--- config.mk ---
export PLATFORM = sky130hd
export DESIGN_NAME = bitscan_top
export DESIGN_NICKNAME = d
export VERILOG_FILES = /design/src/bitscan_pkg.sv /design/src/priority_arbiter.sv /design/src/bitscan_regs.sv /design/src/bitscan_engine.sv /design/src/index_fifo.sv /design/src/bitscan_top.sv
export SDC_FILE = /design/constraint.sdc
export NUM_CORES = 1
export LEC_CHECK = 0
export BUFFER_PORTS_ARGS = -buffer_cell sky130_fd_sc_hd__buf_2
export CAP_MARGIN = 5
export CORE_MARGIN = 3
export CORE_UTILIZATION = 50
export CTS_CLUSTER_DIAMETER = 30
export CTS_CLUSTER_SIZE = 25
export DETAILED_ROUTE_END_ITERATION = 8
export GPL_TIMING_DRIVEN = 0
export MAX_ROUTING_LAYER = met4
export PLACE_DENSITY = 0.65
export SLEW_MARGIN = 20
export SYNTH_ARGS = -nofsm -noshare
export SYNTH_HDL_FRONTEND = slang
export SYNTH_SLANG_ARGS = --single-unit
--- constraint.sdc ---
create_clock -name clk_i -period 6.75 [get_ports clk_i]
set_input_delay 1.35 -clock clk_i [delete_from_list [all_inputs] [get_ports clk_i]]
set_output_delay 1.35 -clock clk_i [all_outputs]
set_load 0.01 [all_outputs]
--- src/bitscan_pkg.sv ---
// Fixed at a 32-bit bitmap and an 8-entry result queue; the RESULT word assumes INDEX_W <= 31
package bitscan_pkg;

    // Bitmap and bus widths
    localparam int BITMAP_W = 32;
    localparam int INDEX_W  = $clog2(BITMAP_W);
    localparam int DATA_W   = 32;
    localparam int ADDR_W   = 2;

    // Result queue sizing
    localparam int FIFO_DEPTH = 8;
    localparam int PTR_W      = $clog2(FIFO_DEPTH);
    localparam int COUNT_W    = PTR_W + 1;

    typedef logic [BITMAP_W-1:0] bitmap_t;
    typedef logic [INDEX_W-1:0]  index_t;
    typedef logic [COUNT_W-1:0]  count_t;
    typedef logic [ADDR_W-1:0]   wb_addr_t;
    typedef logic [DATA_W-1:0]   wb_data_t;

    // Word addresses on the Wishbone port
    localparam wb_addr_t ADDR_BITMAP = 2'd0;
    localparam wb_addr_t ADDR_CTRL   = 2'd1;
    localparam wb_addr_t ADDR_STATUS = 2'd2;
    localparam wb_addr_t ADDR_RESULT = 2'd3;

    // CTRL fields
    localparam int CTRL_MSB_BIT   = 0;
    localparam int CTRL_ABORT_BIT = 1;

    // STATUS fields, count sits in bits 7:4
    localparam int STAT_BUSY_BIT    = 0;
    localparam int STAT_EMPTY_BIT   = 1;
    localparam int STAT_OVERRUN_BIT = 2;
    localparam int STAT_COUNT_LSB   = 4;

    // RESULT valid flag
    localparam int RESULT_VALID_BIT = DATA_W - 1;

    typedef enum logic {
        ENG_IDLE,
        ENG_SCAN
    } eng_state_t;

endpackage

--- src/priority_arbiter.sv ---
// Purely combinational; grant and index settle in the same cycle as the request vector
`timescale 1ns/10ps

module priority_arbiter import bitscan_pkg::*; (
    input  bitmap_t req_i,
    input  logic    msb_first_i,
    output bitmap_t grant_o,
    output index_t  idx_o,
    output logic    any_o
);

    bitmap_t req_m;
    bitmap_t grant_m;

    // Mirror the requests so the highest bit becomes bit 0 in msb-first mode
    always_comb begin
        for (int i = 0; i < BITMAP_W; i++) begin
            req_m[i] = msb_first_i ? req_i[BITMAP_W-1-i] : req_i[i];
        end
    end

    // Lowest set bit survives, all others cancel
    assign grant_m = req_m & (~req_m + 1'b1);

    // Undo the mirror on the grant
    always_comb begin
        for (int i = 0; i < BITMAP_W; i++) begin
            grant_o[i] = msb_first_i ? grant_m[BITMAP_W-1-i] : grant_m[i];
        end
    end

    // One-hot to binary, OR of the positions of set grant bits
    always_comb begin
        idx_o = '0;
        for (int i = 0; i < BITMAP_W; i++) begin
            if (grant_o[i]) begin
                idx_o = idx_o | index_t'(i);
            end
        end
    end

    assign any_o = |req_i;

endmodule

--- src/bitscan_regs.sv ---
// Wishbone classic slave, full words only; accepts at most one access every other cycle
`timescale 1ns/10ps

module bitscan_regs import bitscan_pkg::*; (
    input  logic     clk_i,
    input  logic     reset_i,
    input  logic     wb_cyc_i,
    input  logic     wb_stb_i,
    input  logic     wb_we_i,
    input  wb_addr_t wb_adr_i,
    input  wb_data_t wb_dat_i,
    output wb_data_t wb_dat_o,
    output logic     wb_ack_o,
    input  logic     busy_i,
    input  logic     empty_i,
    input  count_t   count_i,
    input  index_t   head_i,
    output logic     load_o,
    output bitmap_t  load_data_o,
    output logic     msb_first_o,
    output logic     abort_o,
    output logic     pop_o
);

    logic     req;
    logic     wr_bitmap;
    logic     wr_ctrl;
    logic     rd_result;
    logic     overrun;
    wb_data_t rd_data;

    // A request is new only outside the ack cycle of the previous one
    assign req       = wb_cyc_i & wb_stb_i & ~wb_ack_o;
    assign wr_bitmap = req & wb_we_i & (wb_adr_i == ADDR_BITMAP);
    assign wr_ctrl   = req & wb_we_i & (wb_adr_i == ADDR_CTRL);
    assign rd_result = req & ~wb_we_i & (wb_adr_i == ADDR_RESULT);

    // Queue pops on the same edge that raises ack
    assign pop_o = rd_result & ~empty_i;

    // Read mux, sampled into wb_dat_o with the request
    always_comb begin
        rd_data = '0;
        if (!wb_we_i) begin
            case (wb_adr_i)
                ADDR_STATUS: begin
                    rd_data[STAT_BUSY_BIT]    = busy_i;
                    rd_data[STAT_EMPTY_BIT]   = empty_i;
                    rd_data[STAT_OVERRUN_BIT] = overrun;
                    rd_data[STAT_COUNT_LSB +: COUNT_W] = count_i;
                end
                ADDR_RESULT: begin
                    // Head before the pop
                    if (!empty_i) begin
                        rd_data[RESULT_VALID_BIT] = 1'b1;
                        rd_data[INDEX_W-1:0]      = head_i;
                    end
                end
                default: begin
                    rd_data = '0;
                end
            endcase
        end
    end

    always_ff @(posedge clk_i) begin
        if (reset_i) begin
            wb_ack_o    <= 1'b0;
            load_o      <= 1'b0;
            abort_o     <= 1'b0;
            msb_first_o <= 1'b0;
            overrun     <= 1'b0;
        end else begin
            wb_ack_o <= req;
            // Bitmap only accepted while the engine is idle
            load_o   <= wr_bitmap & ~busy_i;
            abort_o  <= wr_ctrl & wb_dat_i[CTRL_ABORT_BIT];
            if (wr_ctrl) begin
                msb_first_o <= wb_dat_i[CTRL_MSB_BIT];
                overrun     <= 1'b0;
            end else if (wr_bitmap && busy_i) begin
                // Dropped write, flag stays until the next CTRL write
                overrun <= 1'b1;
            end
        end
    end

    always_ff @(posedge clk_i) begin
        if (req) begin
            wb_dat_o <= rd_data;
        end
        if (wr_bitmap) begin
            load_data_o <= wb_dat_i;
        end
    end

endmodule

--- src/bitscan_engine.sv ---
// Direction is latched at load, so a CTRL write during a scan only affects the next bitmap
`timescale 1ns/10ps

module bitscan_engine import bitscan_pkg::*; (
    input  logic    clk_i,
    input  logic    reset_i,
    input  logic    load_i,
    input  bitmap_t load_data_i,
    input  logic    msb_first_i,
    input  logic    abort_i,
    input  logic    full_i,
    output logic    push_o,
    output index_t  push_idx_o,
    output logic    busy_o
);

    eng_state_t state;
    bitmap_t    work;
    logic       scan_msb;
    bitmap_t    grant;
    index_t     idx;
    logic       any;
    logic       step;
    bitmap_t    remaining;

    priority_arbiter i_priority_arbiter (
        .req_i       (work),
        .msb_first_i (scan_msb),
        .grant_o     (grant),
        .idx_o       (idx),
        .any_o       (any)
    );

    assign busy_o = (state == ENG_SCAN);

    // One index per cycle unless the queue is full
    assign step       = busy_o & any & ~full_i & ~abort_i;
    assign push_o     = step;
    assign push_idx_o = idx;

    // Bitmap left after the granted bit is cleared
    assign remaining = work & ~grant;

    always_ff @(posedge clk_i) begin
        if (reset_i) begin
            state <= ENG_IDLE;
        end else if (abort_i) begin
            state <= ENG_IDLE;
        end else begin
            case (state)
                ENG_IDLE: begin
                    // An all-zero bitmap never starts a scan
                    if (load_i && (load_data_i != '0)) begin
                        state <= ENG_SCAN;
                    end
                end
                ENG_SCAN: begin
                    // Leave on the edge that clears the last bit
                    if (!any || (step && (remaining == '0))) begin
                        state <= ENG_IDLE;
                    end
                end
                default: begin
                    state <= ENG_IDLE;
                end
            endcase
        end
    end

    // Working bitmap and scan direction
    always_ff @(posedge clk_i) begin
        if (abort_i) begin
            work <= '0;
        end else if ((state == ENG_IDLE) && load_i) begin
            work     <= load_data_i;
            scan_msb <= msb_first_i;
        end else if (step) begin
            work <= remaining;
        end
    end

endmodule

--- src/index_fifo.sv ---
// Depth must be a power of two, the pointers wrap by overflow; flush has priority over push and pop
`timescale 1ns/10ps

module index_fifo import bitscan_pkg::*; (
    input  logic   clk_i,
    input  logic   reset_i,
    input  logic   push_i,
    input  index_t push_idx_i,
    input  logic   pop_i,
    input  logic   flush_i,
    output index_t head_o,
    output logic   full_o,
    output logic   empty_o,
    output count_t count_o
);

    index_t           mem [FIFO_DEPTH];
    logic [PTR_W-1:0] wr_ptr;
    logic [PTR_W-1:0] rd_ptr;
    logic             do_push;
    logic             do_pop;

    assign full_o  = (count_o == count_t'(FIFO_DEPTH));
    assign empty_o = (count_o == '0);
    assign head_o  = mem[rd_ptr];

    // A push into a full queue only goes through alongside a pop
    assign do_pop  = pop_i & ~empty_o;
    assign do_push = push_i & (~full_o | do_pop);

    always_ff @(posedge clk_i) begin
        if (reset_i || flush_i) begin
            wr_ptr  <= '0;
            rd_ptr  <= '0;
            count_o <= '0;
        end else begin
            if (do_push) begin
                wr_ptr <= wr_ptr + 1'b1;
            end
            if (do_pop) begin
                rd_ptr <= rd_ptr + 1'b1;
            end
            case ({do_push, do_pop})
                2'b10: begin
                    count_o <= count_o + 1'b1;
                end
                2'b01: begin
                    count_o <= count_o - 1'b1;
                end
                default: begin
                    count_o <= count_o;
                end
            endcase
        end
    end

    // Storage
    always_ff @(posedge clk_i) begin
        if (do_push && !flush_i) begin
            mem[wr_ptr] <= push_idx_i;
        end
    end

endmodule

--- src/bitscan_top.sv ---
// Single Wishbone classic slave; abort in CTRL also flushes every queued index
`timescale 1ns/10ps

module bitscan_top import bitscan_pkg::*; (
    input  logic     clk_i,
    input  logic     reset_i,
    input  logic     wb_cyc_i,
    input  logic     wb_stb_i,
    input  logic     wb_we_i,
    input  wb_addr_t wb_adr_i,
    input  wb_data_t wb_dat_i,
    output wb_data_t wb_dat_o,
    output logic     wb_ack_o
);

    logic    load;
    bitmap_t load_data;
    logic    msb_first;
    logic    abort;
    logic    pop;
    logic    push;
    index_t  push_idx;
    logic    busy;
    logic    full;
    logic    empty;
    count_t  count;
    index_t  head;

    bitscan_regs i_bitscan_regs (
        .clk_i       (clk_i),
        .reset_i     (reset_i),
        .wb_cyc_i    (wb_cyc_i),
        .wb_stb_i    (wb_stb_i),
        .wb_we_i     (wb_we_i),
        .wb_adr_i    (wb_adr_i),
        .wb_dat_i    (wb_dat_i),
        .wb_dat_o    (wb_dat_o),
        .wb_ack_o    (wb_ack_o),
        .busy_i      (busy),
        .empty_i     (empty),
        .count_i     (count),
        .head_i      (head),
        .load_o      (load),
        .load_data_o (load_data),
        .msb_first_o (msb_first),
        .abort_o     (abort),
        .pop_o       (pop)
    );

    bitscan_engine i_bitscan_engine (
        .clk_i       (clk_i),
        .reset_i     (reset_i),
        .load_i      (load),
        .load_data_i (load_data),
        .msb_first_i (msb_first),
        .abort_i     (abort),
        .full_i      (full),
        .push_o      (push),
        .push_idx_o  (push_idx),
        .busy_o      (busy)
    );

    index_fifo i_index_fifo (
        .clk_i      (clk_i),
        .reset_i    (reset_i),
        .push_i     (push),
        .push_idx_i (push_idx),
        .pop_i      (pop),
        .flush_i    (abort),
        .head_o     (head),
        .full_o     (full),
        .empty_o    (empty),
        .count_o    (count)
    );

endmodule

* Yosys cells after proc, flatten, opt, wreduce, memory -nomap -nowiden *
Memories as Yosys holds them, arrays and structs flattened. A register that Yosys moved wholly into a read port is not among the register bits.
Index checks and enable logic that the tools add are counted.

word-level totals
  output and inout port bits = 33
  bits in writable memories = 40
  input port bits = 39
  memories kept = 1
  flip-flop bits (word level) = 90
  word-level logic and storage cells = 221

memories
  name              words  width  rd ports  clocked after Yosys merged registers in  wr ports  RTL line          source
  i_index_fifo.mem  8      5      1         1                                        1         index_fifo.sv:17  index_t mem [FIFO_DEPTH];

cells by class
  add/sub/neg operators = 5
  reductions and logical operators = 22
  bitwise gates (word level) = 26
  muxes and demuxes = 148
  eq/ne operators = 6

operators by type and width
  kind                   count
  $mux 32                5
  $mux 1                 96
  $mux 5                 19
  $and 32x32->32         2
  $not 32->32            2
  $mux 3                 13
  $mux 4                 9
  $add 32x1->32 const B  1
  $logic_not 32->1       1
  $reduce_bool 32->1     1
  $reduce_or 32->1       1
  $and 1x1->1            15
  $reduce_bool 3->1      3
  $pmux 4 s2             1
  $reduce_bool 2->1      4
  $add 3x1->3 const B    2
  $eq 2x2->1 const B     3
  $not 1->1              6
  $pmux 3 s2             1
  $logic_and 1x1->1      5
  $add 4x1->4 const B    1
  $eq 2x1->1 const B     2
  $eq 4x4->1 const B     1
  $logic_not 4->1        1
  8 further kinds        12

* Depth between registers and ports, before layout *
Gate-level depths: netlist of the first run.

  word-level depth = 36
  gate-level depth with buffers = 14
  gate-level depth less buffers = 13

* Cells and area by module *
A second synthesis of the first run with hierarchy kept.

second synthesis, totals
  cell total of the unflattened synthesis = 725
  area, all modules = 7384.6 µm²

by module, submodules not included
  module            instances  cells each  area an instance (µm²)  seq. area each (µm²)
  index_fifo        1          144         2269.7                  1461.4
  bitscan_regs      1          108         1776.7                  1331.3
  bitscan_engine    1          241         1749.2                  690.7
  priority_arbiter  1          232         1589.0                  0.0

* Worst setup path after synthesis of the first run *
OpenSTA, ideal clock, no wires.

  path type = input port to flip-flop
  start point = in wb_cyc_i
  end point = reg i_bitscan_regs.load_data_o[0] (enable)
  required time = 6329 ps
  setup time = 421 ps
  setup slack = 2918 ps
  buffers on the path = 0
  cell stages on the path = 5
  data arrival time = 3411 ps
  cell sequence = nand2_1 -> or2_2 -> inv_1 -> nand3b_1 -> nor2_1

between the ends
  cells in the longest elaborated chain, start to end = 4

ends and longest elaborated chain
  what                                RTL line            source
  start: declaration                  bitscan_top.sv:7    input logic wb_cyc_i,
  $and 1x1->1 (2 in a row)            bitscan_regs.sv:33  assign req = wb_cyc_i & wb_stb_i & ~wb_ack_o;
  named net i_bitscan_regs.req        bitscan_regs.sv:25  logic req;
  $and 1x1->1 (2 in a row)            bitscan_regs.sv:34  assign wr_bitmap = req & wb_we_i & (wb_adr_i == ADDR_BITMAP);
  named net i_bitscan_regs.wr_bitmap  bitscan_regs.sv:26  logic wr_bitmap;
  end signal: assignment              bitscan_regs.sv:93  load_data_o <= wb_dat_i;
  end: declaration                    bitscan_regs.sv:19  output bitmap_t load_data_o,

The timed path passes the listed nets, and every way through them passes these cells.
A chain may end at the register's enable or synchronous reset.

* Final worst setup path of the first run *
  start point = reg i_bitscan_engine.work[4]
  end point = reg i_index_fifo.count_o[3]

between the ends
  cells in the longest elaborated chain, start to end = 8
  elaborated cells between the ends (all ways) = 10
  classes of those cells = 2 x eq/ne; 2 x mux; 4 x bitwise; 2 x reduce/logical

ends and longest elaborated chain
  what                                      RTL line                source
  start: declaration                        bitscan_engine.sv:18    bitmap_t work;
  start signal: assignment                  bitscan_engine.sv:75    work <= load_data_i;
  start signal: assignment                  bitscan_engine.sv:78    work <= remaining;
  $reduce_or 32->1 (*)                      priority_arbiter.sv:42  assign any_o = |req_i;
  $and 1x1->1 (*) (3 in a row)              bitscan_engine.sv:37    assign step = busy_o & any & ~full_i & ~abort_i;
  $and 1x1->1 (*)                           index_fifo.sv:29        assign do_push = push_i & (~full_o | do_pop);
  $eq 2x1->1 or $eq 2x2->1 (tied branches)  index_fifo.sv:43        case ({do_push, do_pop})
  $pmux 4 s2                                index_fifo.sv:43
  $mux 4                                    index_fifo.sv:32        if (reset_i || flush_i) begin
  end signal: assignment                    index_fifo.sv:45        count_o <= count_o + 1'b1;
  end signal: assignment                    index_fifo.sv:48        count_o <= count_o - 1'b1;
  end signal: assignment                    index_fifo.sv:51        count_o <= count_o;
  end: declaration                          index_fifo.sv:14        output count_t count_o

Every way passes the cells marked *; elsewhere a longest branch is shown, timed or not. The select of a mux whose other input is x is not followed.

==> impl_table.tex, run 1 <==
\begin{tabular}{lr}
\hline
Metric & Value \\
\hline
\multicolumn{2}{l}{\textbf{STA}} \\
Final Cycle Share & 59.81\% \\
Worst clock skew & 0.01516 ns \\
Count of final hold-check violations & 0 \\
Fmax achieved & 0.2477 GHz \\
Final setup fails & 0 \\
Worst slew margin relative to its limit & 25.15\% \\
Max-slew violation total from the final report & 0 \\
Final critical-path required period & 4.037 ns \\
Setup TNS & 0 ns \\
Least-Margin Pin Slew & 1.123 ns \\
Setup repair after global routing missed its margin & false \\
\multicolumn{2}{l}{\textbf{Setup path}} \\
Category of the critical setup timing path & reg -> reg \\
Reg2reg path depth & 14 \\
Setup slack, reg-to-reg & 2.71 ns \\
Worst R2R Start & i\_bitscan\_engine.work[4] \\
CP startpoint kind & flop \\
Required time of the critical path & 7.05 ns \\
Signal arrival time at the worst endpoint & 4.33 ns \\
Maximum net fanout on the critical path & 9 \\
Kind of end point of the critical path & flop \\
End of the worst register-to-register path & i\_index\_fifo.count\_o[3] \\
\multicolumn{2}{l}{\textbf{Clocking}} \\
CTS-repair resized insts & 0 \\
Clock H-tree levels & 4 \\
Clock tree from TritonCTS & yes \\
Clock slew seen by the registers of the worst setup and hold paths & 0.06 ns \\
Clock root cell & clkbuf\_16 \\
Number of buffers inserted during clock tree synthesis & 17 \\
Later-pin clock latency in the skew report & 0.43 ns \\
Number of buffers added for setup after CTS & 0 \\
Sink count of the clock tree & 133 \\
Worst-case clock buffer depth & 2 \\
Post-CTS Hold Buffers & 0 \\
\multicolumn{2}{l}{\textbf{Finish}} \\
Post-layout net count & 805 \\
Commonest non-fill, non-tap cells in the layout & 82 x edfxtp\_1, 65 x nand2\_1, 55 x buf\_2 \\
Commonest non-fill, non-tap cell in the layout & edfxtp\_1 \\
Final core utilization & 60.60\% \\
Area growth from synthesis to layout & 16.90\% \\
Post-Layout Cell Count & 950 \\
Number of antenna cells inserted & 0 \\
Number of fill cells in the layout & 1143 \\
Share of cells above drive strength 1 & 20.54\% \\
\multicolumn{2}{l}{\textbf{GRT}} \\
Aggregate global routing overflow & 0 \\
Antenna violations before repair & 0 \\
Maximum number of pins on one net before global-route repair & 33 \\
Via count of the first global-routing pass & 5835 \\
GRT Total Usage & 31.18\% \\
Wire length of the first global-routing pass & 33800 um \\
\multicolumn{2}{l}{\textbf{Routing}} \\
Avg WL per Cell & 23.56 um \\
DR DRC count & 0 \\
Detailed-router iteration count before antenna repair & 5 \\
Starting DRT DRC Count & 729 \\
Number of nets with antenna violations after routing & 0 \\
Vias after detailed routing & 6050 \\
Overall routed net length & 22380 um \\
Routed vias/inst & 6.368 \\
\multicolumn{2}{l}{\textbf{Floorplan}} \\
Std-Cell Rows & 42 \\
Initial cell density of the core & 51.84\% \\
Count of boundary I/O pins & 72 \\
Die area & 15400 um2 \\
Overall die height & 124.1 um \\
Die width & 124.1 um \\
Placeable core region & 13450 um2 \\
\multicolumn{2}{l}{\textbf{Min path}} \\
Endpoint of the worst hold-timing path & i\_bitscan\_engine.scan\_msb \\
Worst Hold Class & reg -> reg \\
Number of stages on the worst hold path & 0 \\
Critical hold path startpoint & i\_bitscan\_regs.msb\_first\_o \\
\multicolumn{2}{l}{\textbf{Outcome}} \\
Run status & finished, final reports clean \\
\multicolumn{2}{l}{\textbf{Power}} \\
Maximum ir drop on the vdd rail & 0.2794 mV \\
Power Density & 301.0 nW/um2 \\
Leak & 2.917 nW \\
\multicolumn{2}{l}{\textbf{Placed design}} \\
Placed cell count & 918 \\
Dpl hpwl & 16750 um \\
Input/output buffers & 48 \\
Final GP Congestion & 1.067 \\
\multicolumn{2}{l}{\textbf{Synth}} \\
Share of Yosys cell area claimed by the top area cell type & 35.31\% \\
EDFF count, synth & 82 \\
Most used DFF post-synth & edfxtp\_1 \\
Post-synthesis sequential area ratio & 49.95\% \\
Post-synth cell types & 80 \\
Post-Syn Area & 6974 um2 \\
Synthesis Warnings & 0 \\
Cell count after synthesis & 671 \\
Number of flip-flops and latches in the synthesized netlist & 133 \\
Top cells by area, synth & edfxtp\_1 35\%, dfxtp\_1 15\%, nand2\_1 3.5\% \\
Proportion of register bits with asynchronous set or reset after synthesis & 0\% \\
Area leader, netlist & edfxtp\_1 \\
Synthesized area per cell & 10.39 um2 \\
\multicolumn{2}{l}{\textbf{Job}} \\
Max cap viols & 0 \\
\hline
\end{tabular}
-- layer usage --
metal	part of all wire (%)	wire length [um]	track usage, %
met5	0	0	-
met4	3.1	687	10.81
met3	11	2435	7.221
met2	44	9877	43.75
met1	42	9384	44.62
-- how the worst max path moves through the flow --
stage,from,to,slack [ns],cells after the start
3_3_place_gp,wb_cyc_i,i_bitscan_regs.load_data_o[18],2.31,6
3_5_place_dp,wb_we_i,i_index_fifo.count_o[3],2.76,14
2_1_floorplan,wb_cyc_i,i_bitscan_regs.load_data_o[0],2.92,5
5_1_grt,i_bitscan_engine.work[4],i_index_fifo.count_o[3],2.60,14
6_report,i_bitscan_engine.work[4],i_index_fifo.count_o[3],2.71,14
4_1_cts,i_bitscan_engine.work[4],i_index_fifo.count_o[3],2.84,14
-- cells by family (layout without fill, tap and decap cells) --
group,Yosys count,after routing,share of synthesized area [%]
AND/OR/NAND/NOR,277,277,22.07
AO/OA/AOI/OAI,144,144,14.86
flip-flops,133,133,49.95
buffers and inverters,84,165,6.440
multiplexers,20,20,4.754
XOR/XNOR,7,7,0.8791
adder cells (fa/ha/maj),5,5,1.005
other,1,23,0.05377
-- cells in the mapped netlist (12+ instances only) --
| library cell | n |
|---|---|
| nor3_1 | 25 |
| nand4_1 | 14 |
| o211ai_1 | 30 |
| nand2_1 | 65 |
| nor2_1 | 45 |
| buf_4 | 25 |
| nand2b_1 | 19 |
| dfxtp_1 | 51 |
| nand3_1 | 12 |
| a21oi_1 | 44 |
| inv_1 | 17 |
| clkbuf_1 | 24 |
| edfxtp_1 | 82 |
| nor4_1 | 20 |
| or3_1 | 14 |
-- final cells by class --
type / count / area [um2] / area share (%)
Sequential cell: 133 / 3483 / 42.73
Multi-Input combinational cell: 476 / 3156 / 38.70
Clock buffer: 20 / 467.9 / 5.740
Buffer: 67 / 385.4 / 4.727
Timing Repair Buffer: 49 / 260.3 / 3.192
Tap cell: 176 / 220.2 / 2.701
Clock inverter: 12 / 116.4 / 1.427
Inverter: 17 / 63.81 / 0.7827
-- flip-flops by register name (all words and copies together), names as in the netlist, named ones only --
register and count:
i_index_fifo.mem 40, i_bitscan_regs.load_data_o 32, i_bitscan_regs.wb_ack_o 1, i_bitscan_engine.busy_o 1, i_index_fifo.count_o 4, i_bitscan_regs.overrun 1
i_bitscan_regs.abort_o 1, i_index_fifo.wr_ptr 3, i_bitscan_engine.scan_msb 1, i_index_fifo.rd_ptr 3, i_bitscan_regs.load_o 1, i_bitscan_engine.work 32
i_bitscan_regs.wb_dat_o 9, i_bitscan_regs.msb_first_o 1
-- critical path, cell delays in order, from the launching register on --
cell and delay (ns):
dfxtp_1 0.31, clkbuf_1 0.25, nor4_1 0.55, nand4_1 0.15
nor4_1 0.89, or4b_1 0.39, nand2_1 0.14, inv_1 0.16
ha_1 0.25, a21o_1 0.17, a21oi_1 0.19, nor3_1 0.07
a21oi_1 0.17, xor2_1 0.16, nor2_1 0.05
-- through the flow --
stage	setup WS (ns)	hold slack, ns	cell area (um2)	total power, W
finish	2.713	0.4894	8153	0.002454
global route	2.600	0.5025	8153	0.002543
CTS	2.836	0.4909	8148	0.002438
detailed placement	2.759	0.4764	7564	0.001547
global placement	2.315	0.4679	7517	0.001547
floorplan	2.918	0.4081	7057	0.001363
-- where the power goes --
group	switching (W)	total, W	leakage [nW]	internal [W]
logic	0.000366	0.000556	1.47	0.000190
registers	0.0000582	0.00100	1.16	0.000946
clock network	0.000350	0.000893	0.289	0.000544
total	0.000774	0.00245	2.92	0.00168
(Power assumes the default switching activity.)
==> run 2: changes to the inputs <==
==> constraint.sdc (replaced) <==
create_clock -name clk_i -period 3.9 [get_ports clk_i]
set_input_delay 0.78 -clock clk_i [delete_from_list [all_inputs] [get_ports clk_i]]
set_output_delay 0.78 -clock clk_i [all_outputs]
set_load 0.01 [all_outputs]
==> run 2 against run 1 <==
Final cell count rose by 0.21%. Global-route usage about the same. Die area stayed put. Flip-flop and latch count is the same. Clock skew up 0.0020 ns. Clock power up 74%. Count of clock-buffer cells in the layout is the same. Non-clock buffer count up 2. Core utilization is 0.22 points higher. Fmax up 4.2%. Sequential share of layout area down 0.16 points. Total power rose by 74%. Critical endpoint is now i_index_fifo.mem[5][0].
==> impl_table.tex, run 2 (synthesized netlist as in run 1, its figures left out) <==
\begin{tabular}{lr}
\hline
Metric & Value \\
\hline
\multicolumn{2}{l}{\textbf{Finish}} \\
Register containing the most flip-flops in the final layout & i\_index\_fifo.mem \\
Area used by sequential logic in the layout & 3483 um2 (unchanged) \\
Commonest non-fill, non-tap cells in the layout & 82 x edfxtp\_1, 65 x nand2\_1, 55 x buf\_2 \\
Share of cells above drive strength 1 & 20.88\% (+0.33 points) \\
Post-layout net count & 807 (+0.25\%) \\
Area growth from synthesis to layout & 17.33\% \\
Largest registers & i\_index\_fifo.mem: 40 flops, i\_bitscan\_engine.work: 32 flops, i\_bitscan\_regs.load\_data\_o: 32 flops \\
Area of all placed cells without fillers & 8183 um2 (+0.37\%) \\
Commonest non-fill, non-tap cell in the layout & edfxtp\_1 \\
Number of fill cells in the layout & 1134 (-0.79\%) \\
Number of antenna cells inserted & 0 (unchanged) \\
Footprint of the multi-input gates & 3171 um2 (+0.48\%) \\
Largest register FFs & 40 (unchanged) \\
\multicolumn{2}{l}{\textbf{Clocking}} \\
Clock H-tree levels & 4 (unchanged) \\
Number of buffers inserted during clock tree synthesis & 17 (unchanged) \\
Clock tree from TritonCTS & yes \\
Sink count of the clock tree & 133 (unchanged) \\
Clock root cell & clkbuf\_16 \\
Clock slew seen by the registers of the worst setup and hold paths & 0.06 ns (about the same) \\
Post-CTS Hold Buffers & 0 (unchanged) \\
Worst-case clock buffer depth & 2 (unchanged) \\
Later-pin clock latency in the skew report & 0.43 ns (about the same) \\
\multicolumn{2}{l}{\textbf{Routing}} \\
Detailed-router iteration count before antenna repair & 5 (unchanged) \\
Number of nets with antenna violations after routing & 0 (unchanged) \\
Routed vias/inst & 6.453 (+1.3\%) \\
Starting DRT DRC Count & 826 (+13\%) \\
Avg WL per Cell & 23.71 um (+0.63\%) \\
DR DRC count & 0 (unchanged) \\
Vias after detailed routing & 6143 (+1.5\%) \\
Overall routed net length & 22570 um (+0.84\%) \\
\multicolumn{2}{l}{\textbf{STA}} \\
Worst slew margin relative to its limit & 33.16\% (+8.0 points) \\
Final critical-path required period & 3.876 ns (-0.1610 ns) \\
Fmax achieved & 0.2580 GHz (+4.2\%) \\
Setup repair after global routing missed its margin & true \\
Setup TNS & 0 ns (unchanged) \\
Max-slew violation total from the final report & 0 (unchanged) \\
Least-Margin Pin Slew & 1.000 ns (-0.1223 ns) \\
Count of final hold-check violations & 0 (unchanged) \\
Final setup fails & 0 (unchanged) \\
Worst clock skew & 0.01717 ns (+0.002004 ns) \\
Final Cycle Share & 99.38\% (+40 points) \\
\multicolumn{2}{l}{\textbf{Power}} \\
Psw & 0.001351 W (+75\%) \\
Leak & 2.930 nW (+0.46\%) \\
Cell-internal power & 0.002915 W (+74\%) \\
Maximum ir drop on the vdd rail & 0.4825 mV (+73\%) \\
Power Density & 521.4 nW/um2 (+73\%) \\
Combinational share of power & 22.9\% (+0.2 points) \\
Sequential cell fraction of total power & 40.8\% (about the same) \\
Switching share of power & 31.68\% (+0.13 points) \\
Part of the power in the clock network & 36.3\% (about the same) \\
\multicolumn{2}{l}{\textbf{GRT}} \\
GRT Total Usage & 31.17\% (about the same) \\
Wire length of the first global-routing pass & 33750 um (-0.12\%) \\
Via count of the first global-routing pass & 5821 (-0.24\%) \\
Maximum number of pins on one net before global-route repair & 33 (unchanged) \\
Antenna violations before repair & 0 (unchanged) \\
Aggregate global routing overflow & 0 (unchanged) \\
\multicolumn{2}{l}{\textbf{Setup path}} \\
Slowest cell on the critical path & nor3b\_1 \\
Signal arrival time at the worst endpoint & 3.93 ns (-0.40 ns) \\
Maximum net fanout on the critical path & 10 (+1) \\
Required time of the critical path & 3.95 ns (-3.10 ns) \\
Largest incremental delay on the critical path & 0.83 ns (-0.06 ns) \\
Kind of end point of the critical path & flop \\
CP startpoint kind & flop \\
CP Buf/Inv Count & 3 (+1) \\
Category of the critical setup timing path & reg -> reg \\
Top cell family by delay on the critical path & simple AND/OR/NAND/NOR gates \\
Sequence of cells on the critical path & clkbuf\_1, nor3\_1, nand4\_1, nor4\_4, or4b\_1, buf\_2, inv\_1, nand2\_1, nor3b\_1 \\
\multicolumn{2}{l}{\textbf{Min path}} \\
Worst Hold Class & reg -> reg \\
\multicolumn{2}{l}{\textbf{Outcome}} \\
Run status & finished, final reports clean \\
\multicolumn{2}{l}{\textbf{Placed design}} \\
Input/output buffers & 48 (unchanged) \\
Dpl hpwl & 16750 um (unchanged) \\
Placed standard-cell area & 7564 um2 (unchanged) \\
Final GP Congestion & 1.067 (unchanged) \\
\multicolumn{2}{l}{\textbf{Floorplan}} \\
Count of boundary I/O pins & 72 (unchanged) \\
Overall die height & 124.1 um (unchanged) \\
Die width & 124.1 um (unchanged) \\
Die area & 15400 um2 (unchanged) \\
Std-Cell Rows & 42 (unchanged) \\
Placeable core region & 13450 um2 (unchanged) \\
Initial cell density of the core & 51.84\% (unchanged) \\
\multicolumn{2}{l}{\textbf{Job}} \\
Max cap viols & 0 (unchanged) \\
\hline
\end{tabular}
[run 2: power by group through the flow]
stage / registers [W] / logic (W) / clock network, W
2_1_floorplan: 0.00172 / 0.000644 / 0
3_3_place_gp: 0.00176 / 0.000919 / 0
3_5_place_dp: 0.00176 / 0.000920 / 0
4_1_cts: 0.00173 / 0.000928 / 0.00157
5_1_grt: 0.00174 / 0.00104 / 0.00163
6_report: 0.00174 / 0.000979 / 0.00155
[run 2: per-layer routing]
| layer | routed length (um) | part of all wire [%] | vias to the layer above | global-route usage, % |
|---|---|---|---|---|
| li1 | - | - | 2699 | - |
| met1 | 9578 | 42 | 2975 | 44.88 |
| met2 | 10010 | 44 | 413 | 43.75 |
| met3 | 2315 | 10 | 56 | 6.721 |
| met4 | 671 | 3.0 | 0 | 10.88 |
| met5 | 0 | 0 | - | - |
[run 2: worst paths after layout]
kind,from,endpoint,slack (ns),cells past startpoint
max,i_bitscan_engine.work[20],i_index_fifo.mem[5][0],0.02,9
min,i_bitscan_regs.msb_first_o,i_bitscan_regs.msb_first_o,0.49,2
max reg2reg,i_bitscan_engine.work[20],i_index_fifo.mem[5][0],0.02,9
min reg2reg,i_bitscan_regs.msb_first_o,i_bitscan_regs.msb_first_o,0.49,2
[run 2: area by class of cell]
cell class              count  area share (%)
flip-flops and latches    133           42.57
multi-input cells         476           38.75
clock buffers              20           5.719
plain buffers              67           4.709
repair buffers             51           3.364
well taps                 176           2.691
clock inverters            12           1.422
inverters                  17          0.7798
[run 2: what timing repair did]
| item | CTS | global route |
|---|---|---|
| setup buffers | 0 | 2 |
| endpoints found under the setup margin | 6 | 25 |
| pin swaps | 0 | 1 |
| gates cloned | 0 | 0 |
| gates resized for setup | 1 | 1 |
[run 2: through the flow]
step | std cells | setup WS (ns) | total power (W) | util (%) | hold WS [ns]
5_1_grt | 952 | -0.01249 | 0.004415 | 60.83 | 0.5025
2_1_floorplan | 693 | 0.6376 | 0.002360 | - | 0.4081
6_report | 952 | 0.02401 | 0.004266 | 60.83 | 0.4912
3_5_place_dp | 918 | 0.01331 | 0.002677 | 56.22 | 0.4764
4_1_cts | 950 | 0.02654 | 0.004222 | 60.61 | 0.4909
3_3_place_gp | 917 | -0.1654 | 0.002678 | 55.88 | 0.4679
[run 2: worst reg2reg max path, cell delays in order (launching register included)]
cell and delay [ns]:
dfxtp_1 0.31, clkbuf_1 0.54, nor3_1 0.22, nand4_1 0.20, nor4_4 0.08, or4b_1 0.67, buf_2 0.26, inv_1 0.23
nand2_1 0.16, nor3b_1 0.83
